--- src/video_config.svh ---
`ifndef VIDEO_CONFIG_SVH
`define VIDEO_CONFIG_SVH

// visible screen
`define LCD_WIDTH 160
`define LCD_LINES 144

// video RAM window on the host bus
`define VRAM_BASE 16'h8000
`define VRAM_BYTES 8192

// background maps, 32x32 tile indices each
`define MAP0_OFFSET 13'h1800
`define MAP1_OFFSET 13'h1c00

// two bytes per row, eight rows
`define TILE_BYTES 16

// register map
`define LCDC_ADDR 16'hff40
`define SCY_ADDR 16'hff42
`define SCX_ADDR 16'hff43
`define LY_ADDR 16'hff44
`define BGP_ADDR 16'hff47

// identity palette, index n gives shade n
`define BGP_RESET 8'he4

`endif

--- src/video_types.sv ---
package video_types;

   // grey level driven onto the panel, 0 is the lightest
   typedef logic [1:0] Shade;

   // palette index built from the bit pair of one tile row
   typedef logic [1:0] ColorIndex;

   // byte offset into the 8 KiB video RAM
   typedef logic [12:0] VramAddr;

   typedef logic [7:0] LineNumber;

   // only bgEnable and mapSelect steer the background path,
   // the other bits are kept so the host reads back what it wrote
   typedef struct packed {
      logic [3:0] upperBits;
      logic mapSelect;
      logic [1:0] middleBits;
      logic bgEnable;
   } LcdcReg;

endpackage

--- src/lineRenderer.sv ---
`include "video_config.svh"

module lineRenderer
(
   input  logic db,
   input  logic reset,
   input  logic drawLine,
   input  video_types::LcdcReg lcdc,
   input  logic [7:0] scy,
   input  logic [7:0] scx,
   input  logic [7:0] bgp,
   output logic fetchReq,
   output video_types::VramAddr fetchAddr,
   input  logic fetchAck,
   input  logic [7:0] fetchData,
   output video_types::LineNumber currentLine,
   output logic pixelValid,
   output logic [7:0] pixelX,
   output video_types::LineNumber pixelY,
   output video_types::Shade pixelShade,
   output logic lineDone,
   output logic renderComplete
);

   import video_types::*;

   localparam logic [7:0] lastX = 8'(`LCD_WIDTH - 1);
   localparam LineNumber lastLine = LineNumber'(`LCD_LINES - 1);

   typedef enum logic [2:0]
   {
      rIdle,
      rFetchMap,
      rFetchLow,
      rFetchHigh,
      rEmit,
      rFinish
   } RenderState;

   RenderState state;
   logic [7:0] x;
   logic [7:0] lineScx;
   logic [7:0] bgY;
   logic lineEnable;
   logic [7:0] bgX;
   logic [7:0] tileIndex;
   logic [7:0] lowByte;
   logic [7:0] highByte;
   VramAddr mapAddr;
   VramAddr rowAddr;
   logic [2:0] bitSel;
   ColorIndex colorIndex;
   Shade shade;

   // 8-bit adds wrap at 256 the way the background does
   assign bgX = x + lineScx;

   // 32 entries per map row
   assign mapAddr = (lcdc.mapSelect ? `MAP1_OFFSET : `MAP0_OFFSET)
                    + {3'b000, bgY[7:3], bgX[7:3]};
   assign rowAddr = VramAddr'(tileIndex) * VramAddr'(`TILE_BYTES)
                    + {9'd0, bgY[2:0], 1'b0};

   assign fetchReq = (state == rFetchMap) || (state == rFetchLow) || (state == rFetchHigh);

   always_comb
   begin
      case (state)
         rFetchMap: fetchAddr = mapAddr;
         rFetchLow: fetchAddr = rowAddr;
         default: fetchAddr = rowAddr + 13'd1;
      endcase
   end

   // leftmost pixel of a row sits in bit 7
   assign bitSel = 3'd7 - bgX[2:0];
   assign colorIndex = {highByte[bitSel], lowByte[bitSel]};
   assign shade = lineEnable ? bgp[{colorIndex, 1'b0} +: 2] : 2'b00;

   always_ff @(posedge db)
   begin
      if (reset)
      begin
         state <= rIdle;
         x <= '0;
         currentLine <= '0;
         pixelValid <= 1'b0;
         lineDone <= 1'b0;
         renderComplete <= 1'b0;
      end
      else
      begin
         pixelValid <= 1'b0;
         lineDone <= 1'b0;
         renderComplete <= 1'b0;
         case (state)
            rIdle:
            begin
               if (drawLine)
               begin
                  x <= '0;
                  state <= lcdc.bgEnable ? rFetchMap : rEmit;
               end
            end
            rFetchMap:
            begin
               if (fetchAck)
               begin
                  state <= rFetchLow;
               end
            end
            rFetchLow:
            begin
               if (fetchAck)
               begin
                  state <= rFetchHigh;
               end
            end
            rFetchHigh:
            begin
               if (fetchAck)
               begin
                  state <= rEmit;
               end
            end
            rEmit:
            begin
               pixelValid <= 1'b1;
               x <= x + 8'd1;
               if (x == lastX)
               begin
                  state <= rFinish;
               end
               else if (lineEnable && bgX[2:0] == 3'd7)
               begin
                  // next pixel starts a new tile
                  state <= rFetchMap;
               end
            end
            rFinish:
            begin
               lineDone <= 1'b1;
               state <= rIdle;
               if (currentLine == lastLine)
               begin
                  currentLine <= '0;
                  renderComplete <= 1'b1;
               end
               else
               begin
                  currentLine <= currentLine + 8'd1;
               end
            end
            default:
            begin
               state <= rIdle;
            end
         endcase
      end
   end

   always_ff @(posedge db)
   begin
      // scroll and enable are frozen for the whole line
      if (state == rIdle && drawLine)
      begin
         bgY <= currentLine + scy;
         lineScx <= scx;
         lineEnable <= lcdc.bgEnable;
      end
      if (fetchAck)
      begin
         case (state)
            rFetchMap: tileIndex <= fetchData;
            rFetchLow: lowByte <= fetchData;
            default: highByte <= fetchData;
         endcase
      end
      pixelX <= x;
      pixelY <= currentLine;
      pixelShade <= shade;
   end

endmodule

--- config.mk ---
export PLATFORM = sky130hd
export DESIGN_NAME = lineRenderer
export DESIGN_NICKNAME = d
export VERILOG_FILES = /design/src/video_types.sv /design/src/lineRenderer.sv
export VERILOG_INCLUDE_DIRS = /design/src /design/src/src
export SDC_FILE = /design/constraint.sdc
export NUM_CORES = 1
export LEC_CHECK = 0
export BUFFER_PORTS_ARGS = -buffer_cell sky130_fd_sc_hd__buf_2
export CAP_MARGIN = 0
export CELL_PAD_IN_SITES_DETAIL_PLACEMENT = 1
export CELL_PAD_IN_SITES_GLOBAL_PLACEMENT = 1
export CORE_MARGIN = 10
export CORE_UTILIZATION = 40
export DETAILED_ROUTE_END_ITERATION = 8
export GPL_TIMING_DRIVEN = 0
export PLACE_DENSITY = 0.77
export REMOVE_ABC_BUFFERS = 1
export SYNTH_ARGS = -nofsm -noshare
export SYNTH_HDL_FRONTEND = slang
export SYNTH_SLANG_ARGS = --single-unit
--- constraint.sdc ---
create_clock -name db -period 3.3 [get_ports db]
set_clock_uncertainty 0.05 [all_clocks]
set_input_delay 0.495 -clock db [delete_from_list [all_inputs] [get_ports db]]
set_output_delay 0.495 -clock db [all_outputs]
set_load 0.01 [all_outputs]
==> run metrics <==
actual slew at the worst max-slew pin 1120 ps; Crit path largest cell delay 760 ps; nets@finish 466; Psw 0.700 mW; Final Max Slew Viols 0; CTS HTree Levels 3; Synth Instances 322; Post-CTS Hold Buffers 0; Worst R2R Setup Slack 710 ps; residual DRC count 0; critical-path cell list inv_1 > nand2b_2 > inv_2 > nand2_1 > a21oi_1 > mux2i_1 > nand3_1 > buf_2; Initial DRT Pass Iterations 4; CTS sink cnt 81; Max Cap Violations 0; Worst Min Path Start scx[3]; Antenna Nets Post-Route 0; final worst-path cycle share 90.5%; vias per cell 5.25; layout cell share with drive strength beyond 1 24.7%; Net Sw Frac 29.2%; vias in the first global route 2997; FF-to-FF path depth 8; Core Rows 34; CTS tree done; Seq/Total Area, Yosys 55.8%; Power Internal 1.70 mW; number of I/O pins 87; RSZ-0062 raised after global routing false; hold path cells 1; critical path buffer and inverter count 3; critical path type reg -> out; Die Wd 115 um; peak supply drop 0.193 mV; synthesized flop and latch total 81; TritonCTS Buffers 9; die area 13300 um^2; final core occ 49.2%; Max clock buf depth 2; Worst Path Arrival 2440 ps; share of async-settable or async-resettable flops after synthesis 0%; Seq pwr share 50.3%; Hold WS 273 ps; Via Count 2720; first-pass GRT wire length 14900 um; core area 8810 um^2; Clock power frac 29.7%; slew margin rel. 24.9%; total wire length 9110 um; pin count of the biggest net entering global routing 22; Area after DPL 4140 um^2; ys flop type edfxtp_1; crit-path leading delay family flip-flops; crit start category register; synth warn 0; Root Buffer clkbuf_8; total gr overflow 0; crit path time final 2990 ps; Finished Cell Area 4330 um^2; syn avg cell area 11.3 um^2; All-Layer GR Usage 14.1%; initial antenna violation count 2; gpl congestion 0.796; slowest cell on the critical path dfxtp_1; status complete, no violations; Static Leak 1.85 nW; Post-synth EDFFs 41; Logic pwr share 20.0%; die outline height 115 um; worst skew pair latency 350 ps; class of the worst hold path in -> reg; crit-path max FO 21; Final setup violation count 0; Max Freq 0.335 GHz; Starting DRT DRC Count 126; Post-Syn Area 3640 um^2; Worst Hold End lineScx[3]; Port Buf Inserts 80; Final Hold Viols 0; Yosys cell types 52; Reg-to-Reg Start x[0]; pwr/cell area 553 nW/um^2; Starting Density 41.4%; Worst EP required 2750 ps; DP HPWL 6890 um; Setup TNS 0 ps; critical path endpoint category primary output; Clock transition at path regs 80 ps; wire length per cell 17.6 um; worst r2r dst state[0]; area growth from synthesis to layout 18.9%; total power 2.40 mW
-- repair_timing --
action | in CTS | in global routing
setup buffers | 0 | 0
gates resized for setup | 1 | 0
endpoints found under the setup margin | 1 | 0
-- how the worst max path moves through the flow --
stage	from	end	cells after the start	slack, ps
floorplan	state[0]	fetchAddr[3]	4	1020
global placement	state[2]	fetchAddr[4]	8	460
detailed placement	state[2]	fetchAddr[4]	8	320
CTS	state[2]	fetchAddr[4]	8	270
global route	state[2]	fetchAddr[4]	8	90
finish	state[2]	fetchAddr[4]	8	310
-- synthesized netlist by cell type, drive strengths merged (6+ instances only) --
master	number	area, um^2
a21oi	11	55.1
xnor2	8	70.1
nand2	36	135
nand3	12	60.1
ha	16	200
o21ai	6	30.0
nand2b	6	37.5
xor2	8	70.1
mux2i	10	113
nor2	34	130
inv	17	63.8
dfxtp	40	801
clkbuf	7	26.3
nor3	10	50.1
edfxtp	41	1230
-- placed cells by master, fill, tap and decap left out, drive strengths merged, types with 4 or more instances in the layout --
cell type and instances:
xor2 8, mux4 4, mux2i 10, mux2 4, clkbuf 10, xnor2 8
a21oi 11, nand2b 6, and3 4, nor3 10, nand3 12, buf 80
dfxtp 40, ha 16, inv 17, nand2 36, o21ai 6, edfxtp 41
a22oi 4, or4 4, nor2 34, nor2b 4
-- layer usage --
metal  track usage [%]  share of wire (%)  vias to the layer above
li1                  -                  -                     1322
met1              15.2                 43                     1326
met2              25.2                 48                       62
met3              5.84                7.8                        8
met4              3.63               0.70                        2
met5                 0               0.14                        -
-- metrics by stage --
step / std cells / worst slack (ps)
final: 518 / 314
after global routing: 518 / 87.4
after CTS: 517 / 271
after detailed placement: 501 / 319
after global placement: 501 / 458
after floorplan: 313 / 1020
-- cell families (layout without fill, tap and decap cells) --
group,count (synthesis),after routing,share of synthesized area [%]
AND/OR/NAND/NOR,123,123,16.2
flip-flops,81,81,55.8
AO/OA/AOI/OAI,40,40,7.45
buffers and inverters,26,113,2.88
adder cells (fa/ha/maj),18,18,6.59
multiplexers,18,18,7.21
XOR/XNOR,16,16,3.85
other,0,1,0
-- final cells by class --
type	instances	area [um^2]
inverters	17	63.8
flip-flops and latches	81	2030
diodes	1	2.50
clock buffers	10	128
clock inverters	6	60.1
well taps	108	135
fillers	979	4480
multi-input cells	215	1510
repair buffers	80	400
-- power groups by stage --
stage / clock network, mW / registers (mW) / logic [mW]
finish: 0.711 / 1.20 / 0.480
global route: 0.781 / 1.22 / 0.538
CTS: 0.741 / 1.21 / 0.494
detailed placement: 0 / 1.23 / 0.490
global placement: 0 / 1.22 / 0.470
floorplan: 0 / 1.22 / 0.309
Power figures use the tool's default switching activity.
