`config.mk`:
```
export PLATFORM = sky130hd
export DESIGN_NAME = vramArbiter
export DESIGN_NICKNAME = d
export VERILOG_FILES = /design/src/video_config.svh /design/src/video_types.sv /design/src/vramArbiter.sv
export SDC_FILE = /design/constraint.sdc
export NUM_CORES = 1
export LEC_CHECK = 0
export CORE_MARGIN = 2
export CORE_UTILIZATION = 30
export DETAILED_ROUTE_END_ITERATION = 16
export DONT_BUFFER_PORTS = 1
export PLACE_DENSITY = 0.55
export SLEW_MARGIN = 20
export SYNTH_ARGS = -nofsm -noshare
export SYNTH_HDL_FRONTEND = slang
export SYNTH_SLANG_ARGS = --single-unit
```
`constraint.sdc`:
```
create_clock -name db -period 1.1 [get_ports db]
set_clock_uncertainty 0.2 [all_clocks]
set_input_delay 0.055 -clock db [delete_from_list [all_inputs] [get_ports db]]
set_output_delay 0.055 -clock db [all_outputs]
set_load 0.02 [all_outputs]
```
`src/video_config.svh`:
```
`ifndef VIDEO_CONFIG_SVH
`define VIDEO_CONFIG_SVH

// visible screen
`define LCD_WIDTH 160
`define LCD_LINES 144

// video RAM window on the host bus
`define VRAM_BASE 16'h8000
`define VRAM_BYTES 8192

// background maps, 32x32 tile indices each
`define MAP0_OFFSET 13'h1800
`define MAP1_OFFSET 13'h1c00

// two bytes per row, eight rows
`define TILE_BYTES 16

// register map
`define LCDC_ADDR 16'hff40
`define SCY_ADDR 16'hff42
`define SCX_ADDR 16'hff43
`define LY_ADDR 16'hff44
`define BGP_ADDR 16'hff47

// identity palette, index n gives shade n
`define BGP_RESET 8'he4

`endif

```
`src/video_types.sv`:
```
package video_types;

   // grey level driven onto the panel, 0 is the lightest
   typedef logic [1:0] Shade;

   // palette index built from the bit pair of one tile row
   typedef logic [1:0] ColorIndex;

   // byte offset into the 8 KiB video RAM
   typedef logic [12:0] VramAddr;

   typedef logic [7:0] LineNumber;

   // only bgEnable and mapSelect steer the background path,
   // the other bits are kept so the host reads back what it wrote
   typedef struct packed {
      logic [3:0] upperBits;
      logic mapSelect;
      logic [1:0] middleBits;
      logic bgEnable;
   } LcdcReg;

endpackage

```
`src/vramArbiter.sv`:
```
module vramArbiter
(
   input  logic db,
   input  logic reset,
   input  logic hostReq,
   input  logic hostWrite,
   input  video_types::VramAddr hostAddr,
   input  logic [7:0] hostWriteData,
   output logic hostAck,
   output logic [7:0] hostReadData,
   input  logic fetchReq,
   input  video_types::VramAddr fetchAddr,
   output logic fetchAck,
   output logic [7:0] fetchData,
   output logic ramEnable,
   output logic ramWrite,
   output video_types::VramAddr ramAddr,
   output logic [7:0] ramWriteData,
   input  logic [7:0] ramReadData
);

   typedef enum logic {arbIdle, arbAccess} ArbState;

   ArbState state;
   logic lastGrantFetch;
   logic anyReq;
   logic pickHost;

   assign anyReq = hostReq || fetchReq;

   // host wins unless both ask and the fetch port is owed its turn
   assign pickHost = hostReq && (!fetchReq || lastGrantFetch);

   // the access is issued straight from idle, so one is in flight at most
   assign ramEnable = (state == arbIdle) && anyReq;
   assign ramWrite = ramEnable && pickHost && hostWrite;
   assign ramAddr = pickHost ? hostAddr : fetchAddr;
   assign ramWriteData = hostWriteData;

   // ack lands with the RAM output, lastGrantFetch names the owner
   assign hostAck = (state == arbAccess) && !lastGrantFetch;
   assign fetchAck = (state == arbAccess) && lastGrantFetch;
   assign hostReadData = ramReadData;
   assign fetchData = ramReadData;

   always_ff @(posedge db)
   begin
      if (reset)
      begin
         state <= arbIdle;
         // pretend fetch went last so the host gets the first contested grant
         lastGrantFetch <= 1'b1;
      end
      else
      begin
         case (state)
            arbIdle:
            begin
               if (anyReq)
               begin
                  state <= arbAccess;
                  lastGrantFetch <= !pickHost;
               end
            end
            arbAccess:
            begin
               state <= arbIdle;
            end
            default:
            begin
               state <= arbIdle;
            end
         endcase
      end
   end

endmodule

```
==> metrics.md, run 1 <==
| Metric | Value |
|---|---|
| Sum of negative setup slack | `-5.42 ns` |
| Layout cells sized above 1 | `62.7%` |
| Most frequent cells in the layout | `mux2_4, dlygate4sd3_1, dlymetal6s4s_1` |
| Die X | `45.2 um` |
| Final Setup Violations | `17` |
| RSZ-0062 raised after global routing | `true` |
| PwrDens | `923 nW/um^2` |
| Clock Latency Late Sink | `0.22 ns` |
| Slew headroom | `72.2%` |
| GRT overflow | `0` |
| Synth cell types | `14` |
| # diodes | `0` |
| WS Path Type | `reg -> out` |
| Largest net degree at the start of global routing | `9` |
| FMAX | `670 MHz` |
| R2R Setup Slk | `-0.10 ns` |
| Clk sink count | `2` |
| Initial Utilization | `33.0%` |
| Synth Net Count | `98` |
| CP peak stage delay | `0.34 ns` |
| Crit path cell chain | `nand2b_4 > nand2_4 > buf_12 > mux2_4` |
| CTS tree | `built` |
| GRT Util Overall | `9.83%` |
| Largest family of logic cells by synthesized area | `buffers and inverters` |
| Antenna Violating Nets Remaining | `0` |
| Post-route clock period utilization | `136%` |
| Via/cell ratio | `5.00` |
| FF-to-FF path depth | `3` |
| Port buffer count | `0` |
| First-pass GRT wire length | `1440 um` |
| Syn_area_per_cell | `9.99 um^2` |
| Hold Crit Start | `fetchReq` |
| CTS root buf | `clkbuf_4` |
| Vias in the first global route | `344` |
| First element of the critical path | `lastGrantFetch` |
| Post-layout util | `45.3%` |
| Vias | `375` |
| Adder-cell share of the synthesized area | `0%` |
| CTS H-tree lvls | `1` |
| Sequential share of the synthesized area | `7.86%` |
| Worst ir drop on vdd | `0.558 mV` |
| Most common cell after layout, fill and taps aside | `mux2_4` |
| Max_cap viols | `0` |
| Worst slew pin tran | `0.419 ns` |
| Hold Path Sink | `lastGrantFetch` |
| Synth warn | `0` |
| IO Pins | `88` |
| Layout net count | `108` |
| FF-to-FF End | `lastGrantFetch` |
| CTS clk-pin slew, worst paths | `0.03 ns` |
| DR DRC count | `0` |
| Post-Synth Simple-Gate Area | `14.7%` |
| WP data arrival | `1.24 ns` |
| Startpoint types | `flop` |
| Post-synthesis cell count | `51` |
| Tmin final | `1.49 ns` |
| Setup crit end kind | `output port` |
| Core area | `1540 um^2` |
| Synth Cell Area | `509 um^2` |
| Hold Crit Depth | `4` |
| Die span in y | `45.2 um` |
| Compound-Gate Fraction of Synth Area | `1.97%` |
| TritonCTS Buffers | `3` |
| Final hold vios | `0` |
| Outcome | `finished with violations` |
| Critical path data required time | `0.84 ns` |
| Routability cong. | `0.530` |
| Slew Viols, Final | `0` |
| Final WL | `1220 um` |
| DRT iter0 DRCs | `3` |
| Slowest cell on the critical path | `mux2_4` |
| HP Class | `in -> reg` |
| Leakage power | `0.402 nW` |
| DP HPWL | `753 um` |
| Synthesized flop and latch total | `2` |
| Final WS setup | `-0.392 ns` |
| Cell row count | `14` |
| Bufs on Longest Clock Path | `2` |
| Violated checks | `setup timing` |
| Initial antenna violation count | `0` |
| 1st-pass router iterations | `3` |
| Area Overhead vs Synth | `37.1%` |
| FF-to-FF Start | `state` |
| Crit path max fanout | `8` |
| XOR/XNOR Fraction of Synth Area | `0%` |
| Mux contribution to synthesized area | `36.1%` |
| DR WL/cell | `16.2 um` |
| Pre-CTS setup slack | `-0.171 ns` |
| Die area | `2040 um^2` |
cell type report:
| type | instances | area [um^2] |
|---|---|---|
| sequential | 2 | 42.5 |
| multi-input combinational | 24 | 297 |
| fill | 161 | 843 |
| timing repair buffer | 30 | 317 |
| clock buffer | 3 | 22.5 |
| tap | 16 | 20.0 |
cells in the mapped netlist:
cell | n | area (um^2)
and2b_2 | 1 | 8.76
nand2b_4 | 1 | 13.8
nor3_1 | 1 | 5.00
mux2_4 | 10 | 150
nor2_1 | 3 | 11.3
nand2_4 | 1 | 11.3
nand2b_1 | 1 | 6.26
and2_2 | 1 | 7.51
buf_12 | 1 | 20.0
mux2_2 | 3 | 33.8
and4b_2 | 1 | 11.3
a211o_2 | 1 | 10.0
buf_4 | 24 | 180
dfxtp_1 | 2 | 40.0
flip-flops by register name (all words and copies together) (netlist names):
name            count
lastGrantFetch      1
state               1
power breakdown:
part / internal (mW) / switching [mW] / leakage (nW)
logic: 0.194 / 0.205 / 0.372
clock network: 0.120 / 0.0409 / 0.0138
registers: 0.0807 / 0.00365 / 0.0167
total: 0.395 / 0.249 / 0.402
worst max-delay path by stage:
stage | cells after the start | slack [ns] | end
6_report | 4 | -0.39 | ramAddr[9]
4_1_cts | 4 | -0.41 | ramAddr[9]
3_5_place_dp | 4 | -0.17 | ramAddr[9]
2_1_floorplan | 4 | -0.15 | ramAddr[10]
5_1_grt | 4 | -0.44 | ramAddr[6]
3_3_place_gp | 4 | -0.16 | ramAddr[9]
cells by family after synthesis:
kind of cell | Yosys count
AND/OR/NAND/NOR | 10
AO/OA/AOI/OAI | 1
buffers and inverters | 25
multiplexers | 13
flip-flops | 2
what timing repair did:
item / 4_1_cts / 5_1_grt
buffers inserted: 3 / 2
gates cloned: 0 / 0
pin swaps: 3 / 1
setup endpoints to repair: 18 / 34
hold buffers: 19 / 0
gates resized for setup: 9 / 10
endpoints found under the hold margin: 26 / 0
critical path: cells and delay by family, from the launching register on:
family | cells | cell delay (ns)
buffers and inverters | 1 | 0.14
AND/OR/NAND/NOR | 2 | 0.23
multiplexers | 1 | 0.34
flip-flops | 1 | 0.31
stage by stage:
stage / area [um^2] / total power [mW] / hold slack (ns) / instances
5_1_grt: 698 / 0.681 / 0.0560 / 75
3_5_place_dp: 388 / 0.314 / -0.0899 / 48
2_1_floorplan: 510 / 0.407 / -0.0682 / 51
3_3_place_gp: 388 / 0.312 / -0.0899 / 48
6_report: 698 / 0.645 / 0.0336 / 75
4_1_cts: 656 / 0.638 / 0.0158 / 73
layer usage:
metal	vias to the layer above	global-route usage, %	part of all wire (%)
met5	-	0	0
met4	0	7.65	0.74
met3	2	2.80	13
met2	37	16.9	59
met1	173	9.86	27
li1	163	-	-
(Power assumes the default switching activity.)
==> run 2: changes to the inputs <==
Settings changed: PLACE_DENSITY 0.55 to not set.
==> run 2 against run 1 <==
Effect of this change: the flow finishes with violations (hold timing, setup timing); global-route usage is 0.35 points lower; final cell count down 5.3%; design area shrank 3.4%; wire length fell by 8.1%; die area stayed put; via count shrank 4.3%; maximum frequency grew 2.7%; sequential cell count is the same; clock-buffer cell count did not move; power fell by 1.2%; largest power group unchanged.
==> metrics.md, run 2 (synthesis results as in run 1) <==
| Metric | Value |
|---|---|
| Largest net degree at the start of global routing | `8` |
| Slew headroom | `72.3%` |
| Vias in the first global route | `348` |
| Initial Utilization | `33.0%` |
| Max_cap viols | `0` |
| Most frequent cells in the layout | `mux2_4, dlygate4sd3_1, dlymetal6s4s_1` |
| Bufs on Longest Clock Path | `2` |
| Routability cong. | `0.697` |
| Worst slew pin tran | `0.418 ns` |
| Tot Pwr | `0.637 mW` |
| Hold Crit Start | `fetchReq` |
| Final WL | `1120 um` |
| WP data arrival | `1.20 ns` |
| WS Path Type | `reg -> out` |
| FMAX | `689 MHz` |
| Initial antenna violation count | `0` |
| HP Class | `in -> reg` |
| DP HPWL | `646 um` |
| R2R Setup Slk | `-0.18 ns` |
| CTS clk-pin slew, worst paths | `0.04 ns` |
| Final WS setup | `-0.352 ns` |
| Top flop regs | `lastGrantFetch (1), state (1)` |
| Final Setup Violations | `17` |
| Post-route clock period utilization | `132%` |
| First-pass GRT wire length | `1330 um` |
| GRT overflow | `0` |
| Die span in y | `45.2 um` |
| Slowest cell on the critical path | `mux2_4` |
| Tmin final | `1.45 ns` |
| Vias | `359` |
| Clk sink count | `2` |
| CTS H-tree lvls | `1` |
| Port buffer count | `0` |
| CP peak stage delay | `0.35 ns` |
| Final hold vios | `1` |
| Startpoint types | `flop` |
| Area Overhead vs Synth | `32.4%` |
| CTS tree | `built` |
| PwrDens | `945 nW/um^2` |
| Hold Crit Depth | `3` |
| Antenna Violating Nets Remaining | `0` |
| Hold_buf cts | `18` |
| DRT iter0 DRCs | `0` |
| Layout net count | `104` |
| Layout cells sized above 1 | `61.8%` |
| Worst ir drop on vdd | `0.687 mV` |
| # diodes | `0` |
| GRT Util Overall | `9.48%` |
| Die area | `2040 um^2` |
| Outcome | `finished with violations` |
| DR WL/cell | `15.7 um` |
| Clock Latency Late Sink | `0.23 ns` |
| FF-to-FF path depth | `4` |
| Setup crit end kind | `output port` |
| IO Pins | `88` |
| Most common cell after layout, fill and taps aside | `mux2_4` |
| FF-to-FF Start | `lastGrantFetch` |
| Crit path max fanout | `7` |
| Cell row count | `14` |
| Leakage power | `0.377 nW` |
| CTS root buf | `clkbuf_4` |
| TritonCTS Buffers | `3` |
| DR DRC count | `0` |
| Core area | `1540 um^2` |
| Critical path data required time | `0.84 ns` |
| Violated checks | `hold timing, setup timing` |
| Slew Viols, Final | `0` |
| FF-to-FF End | `lastGrantFetch` |
| RSZ-0062 raised after global routing | `true` |
| Via/cell ratio | `5.06` |
| Hold Path Sink | `state` |
| 1st-pass router iterations | `1` |
| WHS | `-0.0673 ns` |
| Die X | `45.2 um` |
| Crit path cell chain | `nand2b_4 > nand2_8 > mux2_4` |
[run 2: metrics by stage]
stage / worst slack [ns] / std cells / instance area, um^2 / util, % / TNS, ns
3_5_place_dp: -0.212 / 47 / 368 / 23.9 / -2.24
3_3_place_gp: -0.205 / 47 / 368 / 23.9 / -2.13
6_report: -0.352 / 71 / 674 / 43.8 / -5.14
5_1_grt: -0.399 / 71 / 674 / 43.8 / -5.90
4_1_cts: -0.356 / 70 / 636 / 41.2 / -5.32
2_1_floorplan: -0.154 / 51 / 510 / - / -1.75
[run 2: layout make-up]
type,count,area (um^2)
Clock buffer,3,22.5
Fill cell,154,867
Multi-Input combinational cell,25,325
Sequential cell,2,42.5
Tap cell,16,20.0
Timing Repair Buffer,25,264
[run 2: worst max path at each step]
| stage | to | depth (start not counted) | start |
|---|---|---|---|
| after floorplan | ramAddr[10] | 4 | lastGrantFetch |
| after global placement | ramAddr[11] | 3 | lastGrantFetch |
| after detailed placement | ramAddr[11] | 3 | lastGrantFetch |
| after CTS | ramAddr[1] | 3 | lastGrantFetch |
| after global routing | ramAddr[1] | 3 | lastGrantFetch |
| final | ramAddr[1] | 3 | lastGrantFetch |
[run 2: routing by layer]
layer	track usage [%]	vias to the layer above	routed length (um)
li1	-	157	-
met1	9.07	153	296
met2	16.3	49	618
met3	3.20	0	203
met4	7.65	0	0
met5	0	-	0
[run 2: what timing repair did]
| action | CTS | global route |
|---|---|---|
| endpoints found under the hold margin | 26 | 1 |
| setup buffers | 1 | 1 |
| gates cloned | 1 | 0 |
| pin swaps | 2 | 1 |
| gates resized for setup | 11 | 11 |
| endpoints found under the setup margin | 18 | 32 |
[run 2: power by group]
group | internal [mW] | switching [mW] | total (mW)
Clock | 0.121 | 0.0508 | 0.172
Sequential | 0.0807 | 0.00508 | 0.0858
Combinational | 0.177 | 0.203 | 0.379
[run 2: critical path: cells and delay by family, from the launching register on]
family / cells / cell delay (ns)
muxes: 1 / 0.35
DFF: 1 / 0.31
and+or+nand+nor: 2 / 0.31
==> run 3: changes to the inputs <==
Settings changed: SKIP_CTS_REPAIR_TIMING set to 1.
==> run 3 against run 2 <==
Effect of this change: the run still ends with hold timing, setup timing left; die area unchanged; power down 2.1%; maximum frequency up 0.41%; design area down 5.2%; worst setup slack better by 0.0060 ns; sequential share of layout area up 0.35 points; final cell count down 1.4%; global-route usage down 3.3 points; sequential cell count unchanged; first-iteration DRC count up 1; clock power down 2%; non-clock buffer count down 1; critical path type unchanged; critical endpoint unchanged; largest power group unchanged; highest routed layer unchanged.
==> metrics.md, run 3 (synthesis results as in run 1) <==
| Metric | Value |
|---|---|
| Vias | `367` |
| RSZ-0062 raised after global routing | `true` |
| Setup crit end kind | `output port` |
| Multi-input combinational cell area | `318 um^2` |
| Final WL | `1120 um` |
| Slew Viols, Final | `0` |
| GRT overflow | `0` |
| Tmin final | `1.45 ns` |
| Post-route clock period utilization | `131%` |
| Clk sink count | `2` |
| Crit path cell chain | `nand2b_4 > nand2_8 > mux2_4` |
| Post-Layout Inst Area | `639 um^2` |
| DR WL/cell | `16.0 um` |
| GRT Util Overall | `6.21%` |
| Antenna Violating Nets Remaining | `0` |
| WS Path Type | `reg -> out` |
| Largest net degree at the start of global routing | `14` |
| Slowest cell on the critical path | `mux2_4` |
| Switching pwr | `0.254 mW` |
| CP peak stage delay | `0.35 ns` |
| Critical path data required time | `0.84 ns` |
| FMAX | `691 MHz` |
| Top flop regs | `lastGrantFetch (1), state (1)` |
| CTS root buf | `clkbuf_4` |
| Clk pwr share | `26.9%` |
| Layout cells sized above 1 | `59.3%` |
| Area Overhead vs Synth | `25.6%` |
| Met3 Track Usage GR | `3.20%` |
| Via/cell ratio | `5.24` |
| Combinational power share | `59.4%` |
| M1 GR Usage | `5.25%` |
| Bufs on Longest Clock Path | `2` |
| Core area | `1540 um^2` |
| Reg power frac | `13.7%` |
| Cell row count | `14` |
| Crit path max fanout | `7` |
| Die X | `45.2 um` |
| Slew headroom | `72.6%` |
| Worst slew pin tran | `0.409 ns` |
| Final hold vios | `1` |
| Most frequent cells in the layout | `dlygate4sd3_1, mux2_4, clkbuf_4, buf_4, buf_6` |
| Initial Utilization | `33.0%` |
| DP HPWL | `646 um` |
| CTS tree | `built` |
| First-pass GRT wire length | `848 um` |
| Sw Share | `40.7%` |
| CTS clk-pin slew, worst paths | `0.03 ns` |
| Startpoint types | `flop` |
| Final WS setup | `-0.346 ns` |
| Area occupied by registers | `42.5 um^2` |
| WHS | `-0.138 ns` |
| Leakage power | `0.301 nW` |
| Sum of negative setup slack | `-5.24 ns` |
| WP data arrival | `1.19 ns` |
| TritonCTS Buffers | `3` |
| Most common cell after layout, fill and taps aside | `dlygate4sd3_1` |
| HP Class | `in -> reg` |
| Routability cong. | `0.697` |
| CTS H-tree lvls | `1` |
| Final Setup Violations | `17` |
| DR DRC count | `0` |
| Top Usage Layer GRT | `met2` |
| GR Layer Usage met2 | `9.14%` |
| Max_cap viols | `0` |
| IO Pins | `88` |
| Worst ir drop on vdd | `0.591 mV` |
| Pint | `0.370 mW` |
| Die span in y | `45.2 um` |
| Layout net count | `103` |
| Port buffer count | `0` |
| Violated checks | `hold timing, setup timing` |
| # diodes | `0` |
| Vias in the first global route | `240` |
| Die area | `2040 um^2` |
| Initial antenna violation count | `0` |
| Fillcell total | `158` |
| Placed Area | `368 um^2` |
| 1st-pass router iterations | `2` |
| Clock Latency Late Sink | `0.23 ns` |
| PwrDens | `976 nW/um^2` |
| Outcome | `finished with violations` |
| DRT iter0 DRCs | `1` |
-- run 3: critical path: cells and delay by family (launching register included) --
family,cells,cell delay [ns]
flops,1,0.31
mux,1,0.35
simple gates,2,0.31
-- run 3: worst paths after layout --
path / from / endpoint / slack, ns / depth (start not counted)
setup reg to reg: lastGrantFetch / lastGrantFetch / -0.17 / 4
setup / recovery: lastGrantFetch / ramAddr[1] / -0.35 / 3
hold / removal: fetchReq / state / -0.14 / 2
hold reg to reg: state / state / 0.34 / 2
-- run 3: area by class of cell --
cell class                      instances  area share, %
Multi-Input combinational cell         25           49.7
Timing Repair Buffer                   24           37.0
Clock buffer                            3           3.52
Tap cell                               16           3.13
Sequential cell                         2           6.65
-- run 3: routing by layer --
metal,share of wire [%],wire length [um]
met5,0,0
met4,0,0
met3,19,215
met2,52,589
met1,28,318
-- run 3: power by group through the flow --
stage / Clock (mW) / Combinational, mW / Sequential [mW]
final: 0.168 / 0.371 / 0.0855
after global routing: 0.177 / 0.389 / 0.0862
after CTS: 0.174 / 0.214 / 0.0846
after detailed placement: 0 / 0.214 / 0.0855
after global placement: 0 / 0.213 / 0.0848
after floorplan: 0 / 0.321 / 0.0861
-- run 3: stage by stage --
stage / utilization [%] / cells / setup slack (ns) / power [mW] / hold WS [ns]
2_1_floorplan: - / 51 / -0.154 / 0.407 / -0.0682
3_3_place_gp: 23.9 / 47 / -0.205 / 0.298 / -0.0899
3_5_place_dp: 23.9 / 47 / -0.212 / 0.300 / -0.0899
4_1_cts: 25.3 / 50 / -0.463 / 0.473 / -0.302
5_1_grt: 41.5 / 70 / -0.387 / 0.652 / -0.125
6_report: 41.5 / 70 / -0.346 / 0.624 / -0.138
