## src/video_config.svh

```systemverilog
`ifndef VIDEO_CONFIG_SVH
`define VIDEO_CONFIG_SVH

// visible screen
`define LCD_WIDTH 160
`define LCD_LINES 144

// video RAM window on the host bus
`define VRAM_BASE 16'h8000
`define VRAM_BYTES 8192

// background maps, 32x32 tile indices each
`define MAP0_OFFSET 13'h1800
`define MAP1_OFFSET 13'h1c00

// two bytes per row, eight rows
`define TILE_BYTES 16

// register map
`define LCDC_ADDR 16'hff40
`define SCY_ADDR 16'hff42
`define SCX_ADDR 16'hff43
`define LY_ADDR 16'hff44
`define BGP_ADDR 16'hff47

// identity palette, index n gives shade n
`define BGP_RESET 8'he4

`endif

```

## src/video_types.sv

```systemverilog
package video_types;

   // grey level driven onto the panel, 0 is the lightest
   typedef logic [1:0] Shade;

   // palette index built from the bit pair of one tile row
   typedef logic [1:0] ColorIndex;

   // byte offset into the 8 KiB video RAM
   typedef logic [12:0] VramAddr;

   typedef logic [7:0] LineNumber;

   // only bgEnable and mapSelect steer the background path,
   // the other bits are kept so the host reads back what it wrote
   typedef struct packed {
      logic [3:0] upperBits;
      logic mapSelect;
      logic [1:0] middleBits;
      logic bgEnable;
   } LcdcReg;

endpackage

```

## src/lcdControl.sv

```systemverilog
`include "video_config.svh"

module lcdControl
(
   input  logic db,
   input  logic reset,
   input  logic [15:0] addr,
   input  logic [7:0] writeData,
   input  logic write,
   input  logic read,
   output logic [7:0] readData,
   output logic readValid,
   output logic busy,
   output logic hostReq,
   output logic hostWrite,
   output video_types::VramAddr hostAddr,
   output logic [7:0] hostWriteData,
   input  logic hostAck,
   input  logic [7:0] hostReadData,
   output video_types::LcdcReg lcdc,
   output logic [7:0] scy,
   output logic [7:0] scx,
   output logic [7:0] bgp,
   input  video_types::LineNumber currentLine
);

   import video_types::*;

   localparam logic [15:0] vramEnd = 16'(`VRAM_BASE + `VRAM_BYTES);

   logic inVram;
   logic [7:0] regValue;

   assign inVram = (addr >= `VRAM_BASE) && (addr < vramEnd);

   // a pending video RAM access is the only thing that stalls the host
   assign busy = hostReq;

   // local read mux, anything not decoded reads as all ones
   always_comb
   begin
      case (addr)
         `LCDC_ADDR: regValue = lcdc;
         `SCY_ADDR: regValue = scy;
         `SCX_ADDR: regValue = scx;
         `LY_ADDR: regValue = currentLine;
         `BGP_ADDR: regValue = bgp;
         default: regValue = 8'hff;
      endcase
   end

   always_ff @(posedge db)
   begin
      if (reset)
      begin
         lcdc <= '0;
         scy <= '0;
         scx <= '0;
         bgp <= `BGP_RESET;
         hostReq <= 1'b0;
         readValid <= 1'b0;
      end
      else
      begin
         readValid <= 1'b0;
         if (hostAck)
         begin
            hostReq <= 1'b0;
            readValid <= !hostWrite;
         end
         else if ((read || write) && inVram)
         begin
            hostReq <= 1'b1;
         end
         else if (read)
         begin
            readValid <= 1'b1;
         end
         else if (write)
         begin
            // LY and unmapped addresses drop the write
            case (addr)
               `LCDC_ADDR: lcdc <= LcdcReg'(writeData);
               `SCY_ADDR: scy <= writeData;
               `SCX_ADDR: scx <= writeData;
               `BGP_ADDR: bgp <= writeData;
               default: ;
            endcase
         end
      end
   end

   always_ff @(posedge db)
   begin
      if ((read || write) && inVram)
      begin
         hostWrite <= write;
         hostAddr <= VramAddr'(addr - `VRAM_BASE);
         hostWriteData <= writeData;
      end
      if (hostAck)
      begin
         readData <= hostReadData;
      end
      else if (read && !inVram)
      begin
         readData <= regValue;
      end
   end

endmodule

```

## config.mk

```make
export PLATFORM = sky130hd
export DESIGN_NAME = lcdControl
export DESIGN_NICKNAME = d
export VERILOG_FILES = /design/src/video_types.sv /design/src/lcdControl.sv
export VERILOG_INCLUDE_DIRS = /design/src /design/src/src
export SDC_FILE = /design/constraint.sdc
export NUM_CORES = 1
export LEC_CHECK = 0
export BUFFER_PORTS_ARGS = -buffer_cell sky130_fd_sc_hd__buf_2
export CAP_MARGIN = 30
export CORE_MARGIN = 1
export CORE_UTILIZATION = 50
export CTS_BUF_LIST = sky130_fd_sc_hd__clkbuf_4
export DETAILED_ROUTE_END_ITERATION = 6
export PLACE_DENSITY = 0.84
export SYNTH_ARGS = -nofsm -noshare
export SYNTH_HDL_FRONTEND = slang
export SYNTH_SLANG_ARGS = --single-unit
```

## constraint.sdc

```tcl
create_clock -name db -period 2.6 [get_ports db]
set_clock_uncertainty 0.05 [all_clocks]
set_input_delay 0.13 -clock db [delete_from_list [all_inputs] [get_ports db]]
set_output_delay 0.13 -clock db [all_outputs]
set_load 0.1 [all_outputs]
```

==> impl_metrics.tcl, run 1 <==
set metrics [dict create \
    synthTopCellsByArea "edfxtp_1, dfxtp_1, a21oi_1" \
    io_buffers 109 \
    clk_pin_slew_ps 100 \
    drive_gt1_frac 0.381 \
    reg2reg_depth 4 \
    drt-initial-drc-count 227 \
    hold_depth 3 \
    combPwrFrac 0.175 \
    endpoint_kind "register" \
    hold_path_end "readData[3]$_DFFE_PP_" \
    required_ps 2710 \
    grt_overflow 0 \
    hold_path.startpoint "hostReadData[3]" \
    finalCriticalPeriod_ps 2330 \
    wl_um 8170 \
    die_area_um2 6030 \
    cts_tree "built" \
    max-slew-margin-rel 0.563 \
    muxShareOfSynthArea 0.0310 \
    cts_buffers 9 \
    yosysTopAreaCell "edfxtp_1" \
    worstSkewPairLatency_ps 410 \
    cts.hold.buffers_added 22 \
    dieWidth_um 77.7 \
    routedWlPerCell_um 17.2 \
    area_growth_pct 34.0 \
    p_leak_nw 1.49 \
    synth_edf_count 30 \
    pin_count 110 \
    p_sw_w 0.000655 \
    path_cells "dlygate4sd3_1, buf_2, or4b_4, or3_1, a2111oi_2, a21oi_1" \
    slowest_delay_ps 640 \
    r2r-end "readData[6]$_DFFE_PP_" \
    hold_path.class "in2reg" \
    cp.arrival_ps 2440 \
    syn_area_um2 2860 \
    syn_inst 263 \
    grt_pass1_wl_um 13000 \
    clock-sinks 64 \
    worstSetupPathType "in2reg" \
    first_pass_iters 5 \
    slowest_stage "or4b_4" \
    fmax_ghz 0.428 \
    synth_fa_ha_area_frac 0 \
    antennaDiodeCount 0 \
    async_reset_ff_frac 0 \
    worst_pin_slew_ps 656 \
    gp_congestion 0.917 \
    vias 2814 \
    die_y_um 77.7 \
    rows 27 \
    cts_setup_buffers 0 \
    worstSetupStartpointType "primary input" \
    nNetsFinal 442 \
    switching_share 0.294 \
    finalSetupViolCount 0 \
    hpwl_um 5560 \
    peakVddDrop_v 0.000344 \
    finish.instance_area_um2 3840 \
    hold_viol 0 \
    rsz0062_at_grt "false" \
    drv_cap 0 \
    start_util 0.520 \
    path_max_fanout 15 \
    synth_fp_nets 308 \
    htree_levels 3 \
    ys.flop_type "dfxtp_1" \
    slew_violations 0 \
    vias_per_cell 5.94 \
    clk_path_buf_depth 2 \
    ant_nets 0 \
    ys_ff_latch 64 \
    synth.avg_cell_area_um2 10.9 \
    p_per_area_nw_per_um2 581 \
    ys_warn_count 0 \
    p_int_w 0.00157 \
    p_clk_frac 0.336 \
    ff2ff_setup_slack_ps 1330 \
    grt_pass1_vias 2691 \
    place_area_um2 3460 \
    timing.rr.start "scy[6]$_SDFFE_PP0P_" \
    synth_compound_area_frac 0.175 \
    status "finished clean" \
    finalSetupTns_ps 0 \
    core-area_um2 5510 \
    cts-resized-gates 0 \
    grt_max_degree 35 \
    antenna_found_initial 0 \
    drcViolationCount 0 \
    synth_top_family_by_area "simple AND/OR/NAND/NOR gates" \
    cts_root_buf "clkbuf_4" \
    timing.final.crit_share 0.898 \
    synth_cell_types 45 \
    synth_top_area_frac 0.315 \
    seq_area_frac_synth 0.552 \
    synth-xor-area-share 0 \
    pwr-share-seq 0.490 \
    synth_simple_gate_area_frac 0.200 \
    grt_usage 0.284 \
]
==> metrics by stage <==
| stage | total power (W) | util | hold slack, ps | instances | setup slack [ps] |
|---|---|---|---|---|---|
| 3_5_place_dp | 0.00147 | 0.628 | 275 | 436 | 405 |
| 2_1_floorplan | 0.00138 | - | 179 | 263 | 573 |
| 6_report | 0.00223 | 0.697 | 26.3 | 474 | 265 |
| 5_1_grt | 0.00230 | 0.697 | 37.2 | 474 | 212 |
| 4_1_cts | 0.00223 | 0.697 | 14.2 | 474 | 291 |
| 3_3_place_gp | 0.00147 | 0.628 | 268 | 436 | 423 |
==> registers in the layout (all words and copies together) (netlist names) <==
| signal | cells |
|---|---|
| hostAddr | 13 |
| lcdc | 8 |
| hostWrite | 1 |
| busy | 1 |
| hostWriteData | 8 |
| bgp | 8 |
| scx | 8 |
| readData | 8 |
| scy | 8 |
| readValid | 1 |
==> power groups by stage <==
stage | Clock (W) | Sequential (W) | Combinational, W
floorplan | 0 | 0.00132 | 0.0000593
global placement | 0 | 0.00111 | 0.000356
detailed placement | 0 | 0.00111 | 0.000360
CTS | 0.000758 | 0.00109 | 0.000386
global route | 0.000799 | 0.00109 | 0.000403
finish | 0.000749 | 0.00109 | 0.000389
==> synthesized netlist by cell type, drive strengths merged, types with 2 or more instances <==
cell,count
or3b,2
buf,11
nand3,19
a31oi,6
nor2b,8
or3,2
nand4,18
dfxtp,34
a21oi,31
and2,2
nand2,7
a211oi,6
clkbuf,7
o21ai,32
nor2,5
edfxtp,30
nand3b,4
nor4,6
nor3,3
mux2,7
a22oi,8
or4b,2
==> worst max-delay path by stage <==
stage	slack (ps)	to	start
2_1_floorplan	570	hostAddr[0]$_DFFE_PP_	addr[13]
3_3_place_gp	420	readData[6]$_DFFE_PP_	addr[5]
3_5_place_dp	410	readData[6]$_DFFE_PP_	addr[5]
4_1_cts	290	readData[6]$_DFFE_PP_	addr[5]
5_1_grt	210	readData[6]$_DFFE_PP_	addr[5]
6_report	270	readData[6]$_DFFE_PP_	addr[5]
==> placed cells by master (no fill, tap or decap), types with 2 or more instances in the layout <==
master	count
buf_2	109
clkinv_1	3
o21ai_0	12
mux2_2	7
nand4_1	16
and2_1	2
o21ai_1	20
buf_4	10
nand3b_1	4
nor2b_1	8
a22oi_1	8
dlygate4sd3_1	22
dfxtp_1	34
a21oi_1	31
nand3_1	19
bufinv_16	2
edfxtp_1	30
or3_1	2
nor2_1	4
nor4_1	3
clkbuf_4	11
nand4_2	2
nand2_1	7
nor3_1	2
a211oi_1	6
a31oi_1	6
nor4_4	2
==> cell families (layout without fill, tap and decap cells) <==
group                  after synthesis  in the layout
AOI/OAI and AO/OA                   87             87
buffers and inverters               19            158
DFF                                 64             64
muxes                                8              8
and+or+nand+nor                     85             85
==> metal layers <==
metal,wire length [µm],vias up,global-route usage
met5,0,-,0
met4,243,0,0.166
met3,628,23,0.0424
met2,3920,167,0.467
met1,3380,1326,0.355
li1,-,1298,-
==> cell type report <==
class | instances | area [µm²]
clock inverter | 5 | 72.6
sequential | 64 | 1580
inverter | 1 | 3.75
tap | 72 | 90.1
timing repair buffer | 141 | 841
multi-input combinational | 180 | 1160
fill | 400 | 1670
clock buffer | 11 | 82.6
==> critical path: cells and delay by family <==
family | cells | cell delay [ps]
AO/OA/AOI/OAI | 2 | 440
buffers and inverters | 2 | 660
AND/OR/NAND/NOR | 2 | 1210
Power figures use the tool's default switching activity.
==> inputs of run 2 (changes only) <==
--- a/config.mk
+++ b/config.mk
@@ -13,6 +13,7 @@
 export CTS_BUF_LIST = sky130_fd_sc_hd__clkbuf_4
 export DETAILED_ROUTE_END_ITERATION = 6
 export PLACE_DENSITY = 0.84
+export SETUP_SLACK_MARGIN = 0.5
 export SYNTH_ARGS = -nofsm -noshare
 export SYNTH_HDL_FRONTEND = slang
 export SYNTH_SLANG_ARGS = --single-unit
==> run 2 against run 1 <==
  * Die area did not move
  * Clock power up 0.5%
  * Critical path depth unchanged
  * Hold slack got worse by 6.0 ps
  * Global-route usage is 0.33 points lower
  * Critical path type unchanged
  * Critical endpoint is now scy[5]$_SDFFE_PP0P_
  * Via count decreased by 0.57%
  * Routed wire length decreased by 1.5%
  * Combinational power barely moved
  * Sequential power hardly changed
  * Largest cell class unchanged
  * Final cell count is the same
==> impl_metrics.tcl, run 2 (same netlist as run 1, synthesis figures left out) <==
set metrics [dict create \
    status "finished clean" \
    nFillCells 404 \
    htree_levels 3 \
    drive_gt1_frac 0.381 \
    largest_reg_flops 13 \
    path_max_fanout 24 \
    drv_cap 0 \
    regArea_um2 1580 \
    dp.cells 436 \
    max-slew-margin-rel 0.573 \
    nNetsFinal 442 \
    pin_count 110 \
    ant_nets 0 \
    peakVddDrop_v 0.000345 \
    die_area_um2 6030 \
    endpoint_kind "register" \
    multi_input_area_um2 1170 \
    hpwl_um 5560 \
    io_buffers 109 \
    slew_violations 0 \
    routedWlPerCell_um 17.0 \
    cts_tree "built" \
    clk_path_buf_depth 2 \
    worstSetupStartpointType "primary input" \
    p_per_area_nw_per_um2 581 \
    finalSetupViolCount 0 \
    rsz0062_at_grt "true" \
    top_register "hostAddr" \
    gp_congestion 0.917 \
    finalCriticalPeriod_ps 2030 \
    start_util 0.520 \
    hold_viol 0 \
    fmax_ghz 0.492 \
    drt-initial-drc-count 244 \
    cts_root_buf "clkbuf_4" \
    cp.arrival_ps 2250 \
    final_common_cell "buf_2" \
    hold_path.class "in2reg" \
    grt_overflow 0 \
    vias 2798 \
    die_y_um 77.7 \
    worstSkewPairLatency_ps 410 \
    drcViolationCount 0 \
    worst_pin_slew_ps 641 \
    clock-sinks 64 \
    grt_max_degree 35 \
    core-area_um2 5510 \
    final_cell_mix "buf_2, dfxtp_1, a21oi_1" \
    required_ps 2810 \
    rows 27 \
    vias_per_cell 5.90 \
    dieWidth_um 77.7 \
    cts_buffers 9 \
    wl_um 8040 \
    p_leak_nw 1.50 \
    first_pass_iters 5 \
    cts_setup_buffers 0 \
    area_growth_pct 34.3 \
    antenna_found_initial 0 \
    worstSetupPathType "in2reg" \
    stdcell_count 474 \
    antennaDiodeCount 0 \
    grt_pass1_vias 2678 \
    grt_pass1_wl_um 12900 \
    finalSetupTns_ps 0 \
    grt_usage 0.281 \
    timing.final.crit_share 0.782 \
    clk_pin_slew_ps 100 \
]
[run 2: cell types whose count changed in the layout (fill, tap and decap cells not counted)]
cell / before / now
nor4_2: 1 / 0
nor4_4: 2 / 3
[run 2: worst max-delay path, stage by stage]
cell and delay [ps]:
dlygate4sd3_1 530, buf_2 140, or3b_2 530, or4_4 600, o21ai_0 210, a21oi_1 100
[run 2: final timing paths]
check                           start                    end  slack, ps  cells past startpoint
setup / recovery                write    scy[5]$_SDFFE_PP0P_        570                      6
hold / removal        hostReadData[3]  readData[3]$_DFFE_PP_         20                      3
setup reg to reg  scy[6]$_SDFFE_PP0P_  readData[6]$_DFFE_PP_       1330                      4
hold reg to reg   scy[0]$_SDFFE_PP0P_    scy[0]$_SDFFE_PP0P_        440                      2
[run 2: stage by stage]
step	instance area, µm²	utilization	hold slack (ps)	power, W	worst slack [ps]
final	3840	0.698	20.3	0.00223	567
after global placement	3460	0.628	268	0.00147	423
after global routing	3840	0.698	37.2	0.00230	478
after CTS	3840	0.697	14.2	0.00223	525
after detailed placement	3460	0.628	275	0.00147	405
after floorplan	2860	-	179	0.00138	573
[run 2: per-layer routing]
metal | track usage | vias to the layer above | part of all wire
li1 | - | 1303 | -
met1 | 0.354 | 1307 | 0.42
met2 | 0.452 | 165 | 0.47
met3 | 0.0435 | 23 | 0.080
met4 | 0.174 | 0 | 0.032
met5 | 0 | - | 0
[run 2: power by group]
group / switching (W) / total (W) / leakage [nW] / internal [W]
logic: 0.000304 / 0.000389 / 0.860 / 0.0000851
clock network: 0.000349 / 0.000753 / 0.0859 / 0.000405
registers: 0.00000685 / 0.00109 / 0.553 / 0.00108
[run 2: timing repair]
item,CTS,global route
gates resized for setup,0,1
hold buffers,22,0
endpoints found under the setup margin,0,9
hold endpoints to repair,51,0
[run 2: final cells by class]
cell class                      count  share of cell area
Inverter                            1            0.000976
Clock buffer                       11              0.0215
Clock inverter                      5              0.0189
Timing Repair Buffer              141               0.219
Multi-Input combinational cell    180               0.305
Tap cell                           72              0.0234
Sequential cell                    64               0.411
==> inputs of run 3 (changes only) <==
--- a/config.mk
+++ b/config.mk
@@ -9,10 +9,10 @@
 export BUFFER_PORTS_ARGS = -buffer_cell sky130_fd_sc_hd__buf_2
 export CAP_MARGIN = 30
 export CORE_MARGIN = 1
-export CORE_UTILIZATION = 50
+export CORE_UTILIZATION = 46
 export CTS_BUF_LIST = sky130_fd_sc_hd__clkbuf_4
 export DETAILED_ROUTE_END_ITERATION = 6
-export PLACE_DENSITY = 0.84
+export PLACE_DENSITY = 0.82
 export SETUP_SLACK_MARGIN = 0.5
 export SYNTH_ARGS = -nofsm -noshare
 export SYNTH_HDL_FRONTEND = slang
==> constraint.sdc (replaced) <==
create_clock -name db -period 1.8 [get_ports db]
set_clock_uncertainty 0.05 [all_clocks]
set_input_delay 0.09 -clock db [delete_from_list [all_inputs] [get_ports db]]
set_output_delay 0.09 -clock db [all_outputs]
set_load 0.1 [all_outputs]
==> run 3 against run 2 <==
  * Sequential share of layout area down 5.7 points
  * First-iteration DRC count up 94%
  * Hold slack worse by 14 ps
  * Sequential cell count unchanged
  * Largest cell class unchanged
  * Worst setup slack worse by 330 ps
  * Clock power up 47%
  * Critical endpoint is now lcdc[2]$_SDFFE_PP0P_
  * Highest routed layer unchanged
  * Critical path type unchanged
  * Count of clock-buffer cells in the layout up 1
  * Non-clock buffer count up 21
==> impl_metrics.tcl, run 3 (same netlist as run 1, synthesis figures left out) <==
set metrics [dict create \
    cts_tree "built" \
    finalCriticalPeriod_ps 1560 \
    top_register "hostAddr" \
    p_per_area_nw_per_um2 746 \
    vias 3243 \
    dp.cells 452 \
    start_util 0.481 \
    multi_input_area_um2 1370 \
    vias_per_cell 6.47 \
    drive_gt1_frac 0.484 \
    drv_cap 0 \
    cp.arrival_ps 1770 \
    final_common_cell "buf_4" \
    nNetsFinal 466 \
    slowest_delay_ps 570 \
    status "finished clean" \
    antenna_found_initial 0 \
    gp_congestion 0.910 \
    worst_pin_slew_ps 666 \
    timing.final.crit_share 0.866 \
    clk_pin_slew_ps 110 \
    dieWidth_um 80.9 \
    grt_pass1_wl_um 14600 \
    path_max_fanout 11 \
    rows 28 \
    fmax_ghz 0.641 \
    endpoint_kind "register" \
    die_y_um 80.9 \
    slew_violations 0 \
    largest_reg_flops 13 \
    grt_pass1_vias 2931 \
    htree_levels 3 \
    grt_overflow 0 \
    antennaDiodeCount 0 \
    max-slew-margin-rel 0.556 \
    pin_count 110 \
    peakVddDrop_v 0.000697 \
    drt-initial-drc-count 474 \
    core-area_um2 5960 \
    final_cell_mix "buf_4, buf_2, dfxtp_1" \
    routedWlPerCell_um 21.5 \
    hpwl_um 6020 \
    p_leak_nw 1.70 \
    clock-sinks 64 \
    regArea_um2 1580 \
    wl_um 10800 \
    nFillCells 383 \
    grt_usage 0.304 \
    slowest_stage "or4b_4" \
    area_growth_pct 55.9 \
    ant_nets 0 \
    rsz0062_at_grt "true" \
    grt_max_degree 35 \
    die_area_um2 6540 \
    total_power_w 0.00333 \
    finish.instance_area_um2 4460 \
    hold_path.class "in2reg" \
    place_area_um2 3620 \
    worstSetupStartpointType "primary input" \
    stdcell_count 501 \
    worstSkewPairLatency_ps 400 \
    worstSetupPathType "in2reg" \
    finalSetupViolCount 0 \
    clk_path_buf_depth 2 \
    first_pass_iters 6 \
    path_cells "buf_6, or4b_4, buf_8, or4_4, o21ai_1, a21oi_1" \
    hold_viol 0 \
    io_buffers 109 \
    cts_root_buf "clkbuf_4" \
    drcViolationCount 0 \
    cts_buffers 9 \
    required_ps 2010 \
]
## run 3: cell count changes in the layout (fill, tap and decap cells not counted), moves of 3 or more
cell           before  now
o21ai_1            20   14
or4_4               1    4
dlygate4sd3_1      22   26
a211oi_2            0    6
buf_4              10   64
o21ai_2             0   16
clkbuf_4           11   24
o21ai_0            12    2
buf_6               0   14
a211oi_1            6    0
buf_2             109   43
## run 3: timing repair
item,CTS,global route
gates cloned,2,1
endpoints found under the hold margin,58,0
setup buffers,3,1
endpoints found under the setup margin,93,60
resized for setup,82,38
hold buffers,26,0
pin swaps,20,15
## run 3: stage by stage
stage	TNS, ps	utilization	setup WS, ps	hold WS [ps]
finish	0	0.749	241	5.87
global route	0	0.749	253	25.0
CTS	0	0.726	326	3.08
detailed placement	-5540	0.608	-216	235
global placement	-4390	0.608	-194	230
floorplan	-501	-	-105	139
## run 3: layout make-up
type | count | area share
sequential | 64 | 0.355
multi-input combinational | 183 | 0.306
timing repair buffer | 162 | 0.282
tap | 75 | 0.0210
clock buffer | 12 | 0.0202
clock inverter | 4 | 0.0154
inverter | 1 | 0.000841
## run 3: metal layers
layer,global-route usage,share of wire,up-vias
met5,0,0,-
met4,0.205,0.069,0
met3,0.0910,0.13,80
met2,0.461,0.45,332
met1,0.371,0.35,1463
li1,-,-,1368
## run 3: critical path: cells and delay by family
family	cells	cell delay, ps
AO/OA/AOI/OAI	2	340
buffers and inverters	2	260
AND/OR/NAND/NOR	2	1080
## run 3: power breakdown
part	internal (W)	switching [W]	leakage, nW
Clock	0.000605	0.000506	0.0890
Combinational	0.000168	0.000471	1.05
Sequential	0.00157	0.0000117	0.553
## run 3: final timing paths
| kind | start | end | slack, ps | cells past startpoint |
|---|---|---|---|---|
| worst max-delay path | addr[5] | lcdc[2]$_SDFFE_PP0P_ | 240 | 6 |
| worst min-delay path | hostReadData[3] | readData[3]$_DFFE_PP_ | 6 | 3 |
| worst max register to register | scy[6]$_SDFFE_PP0P_ | readData[6]$_DFFE_PP_ | 430 | 4 |
| worst min register to register | scy[0]$_SDFFE_PP0P_ | scy[0]$_SDFFE_PP0P_ | 440 | 2 |
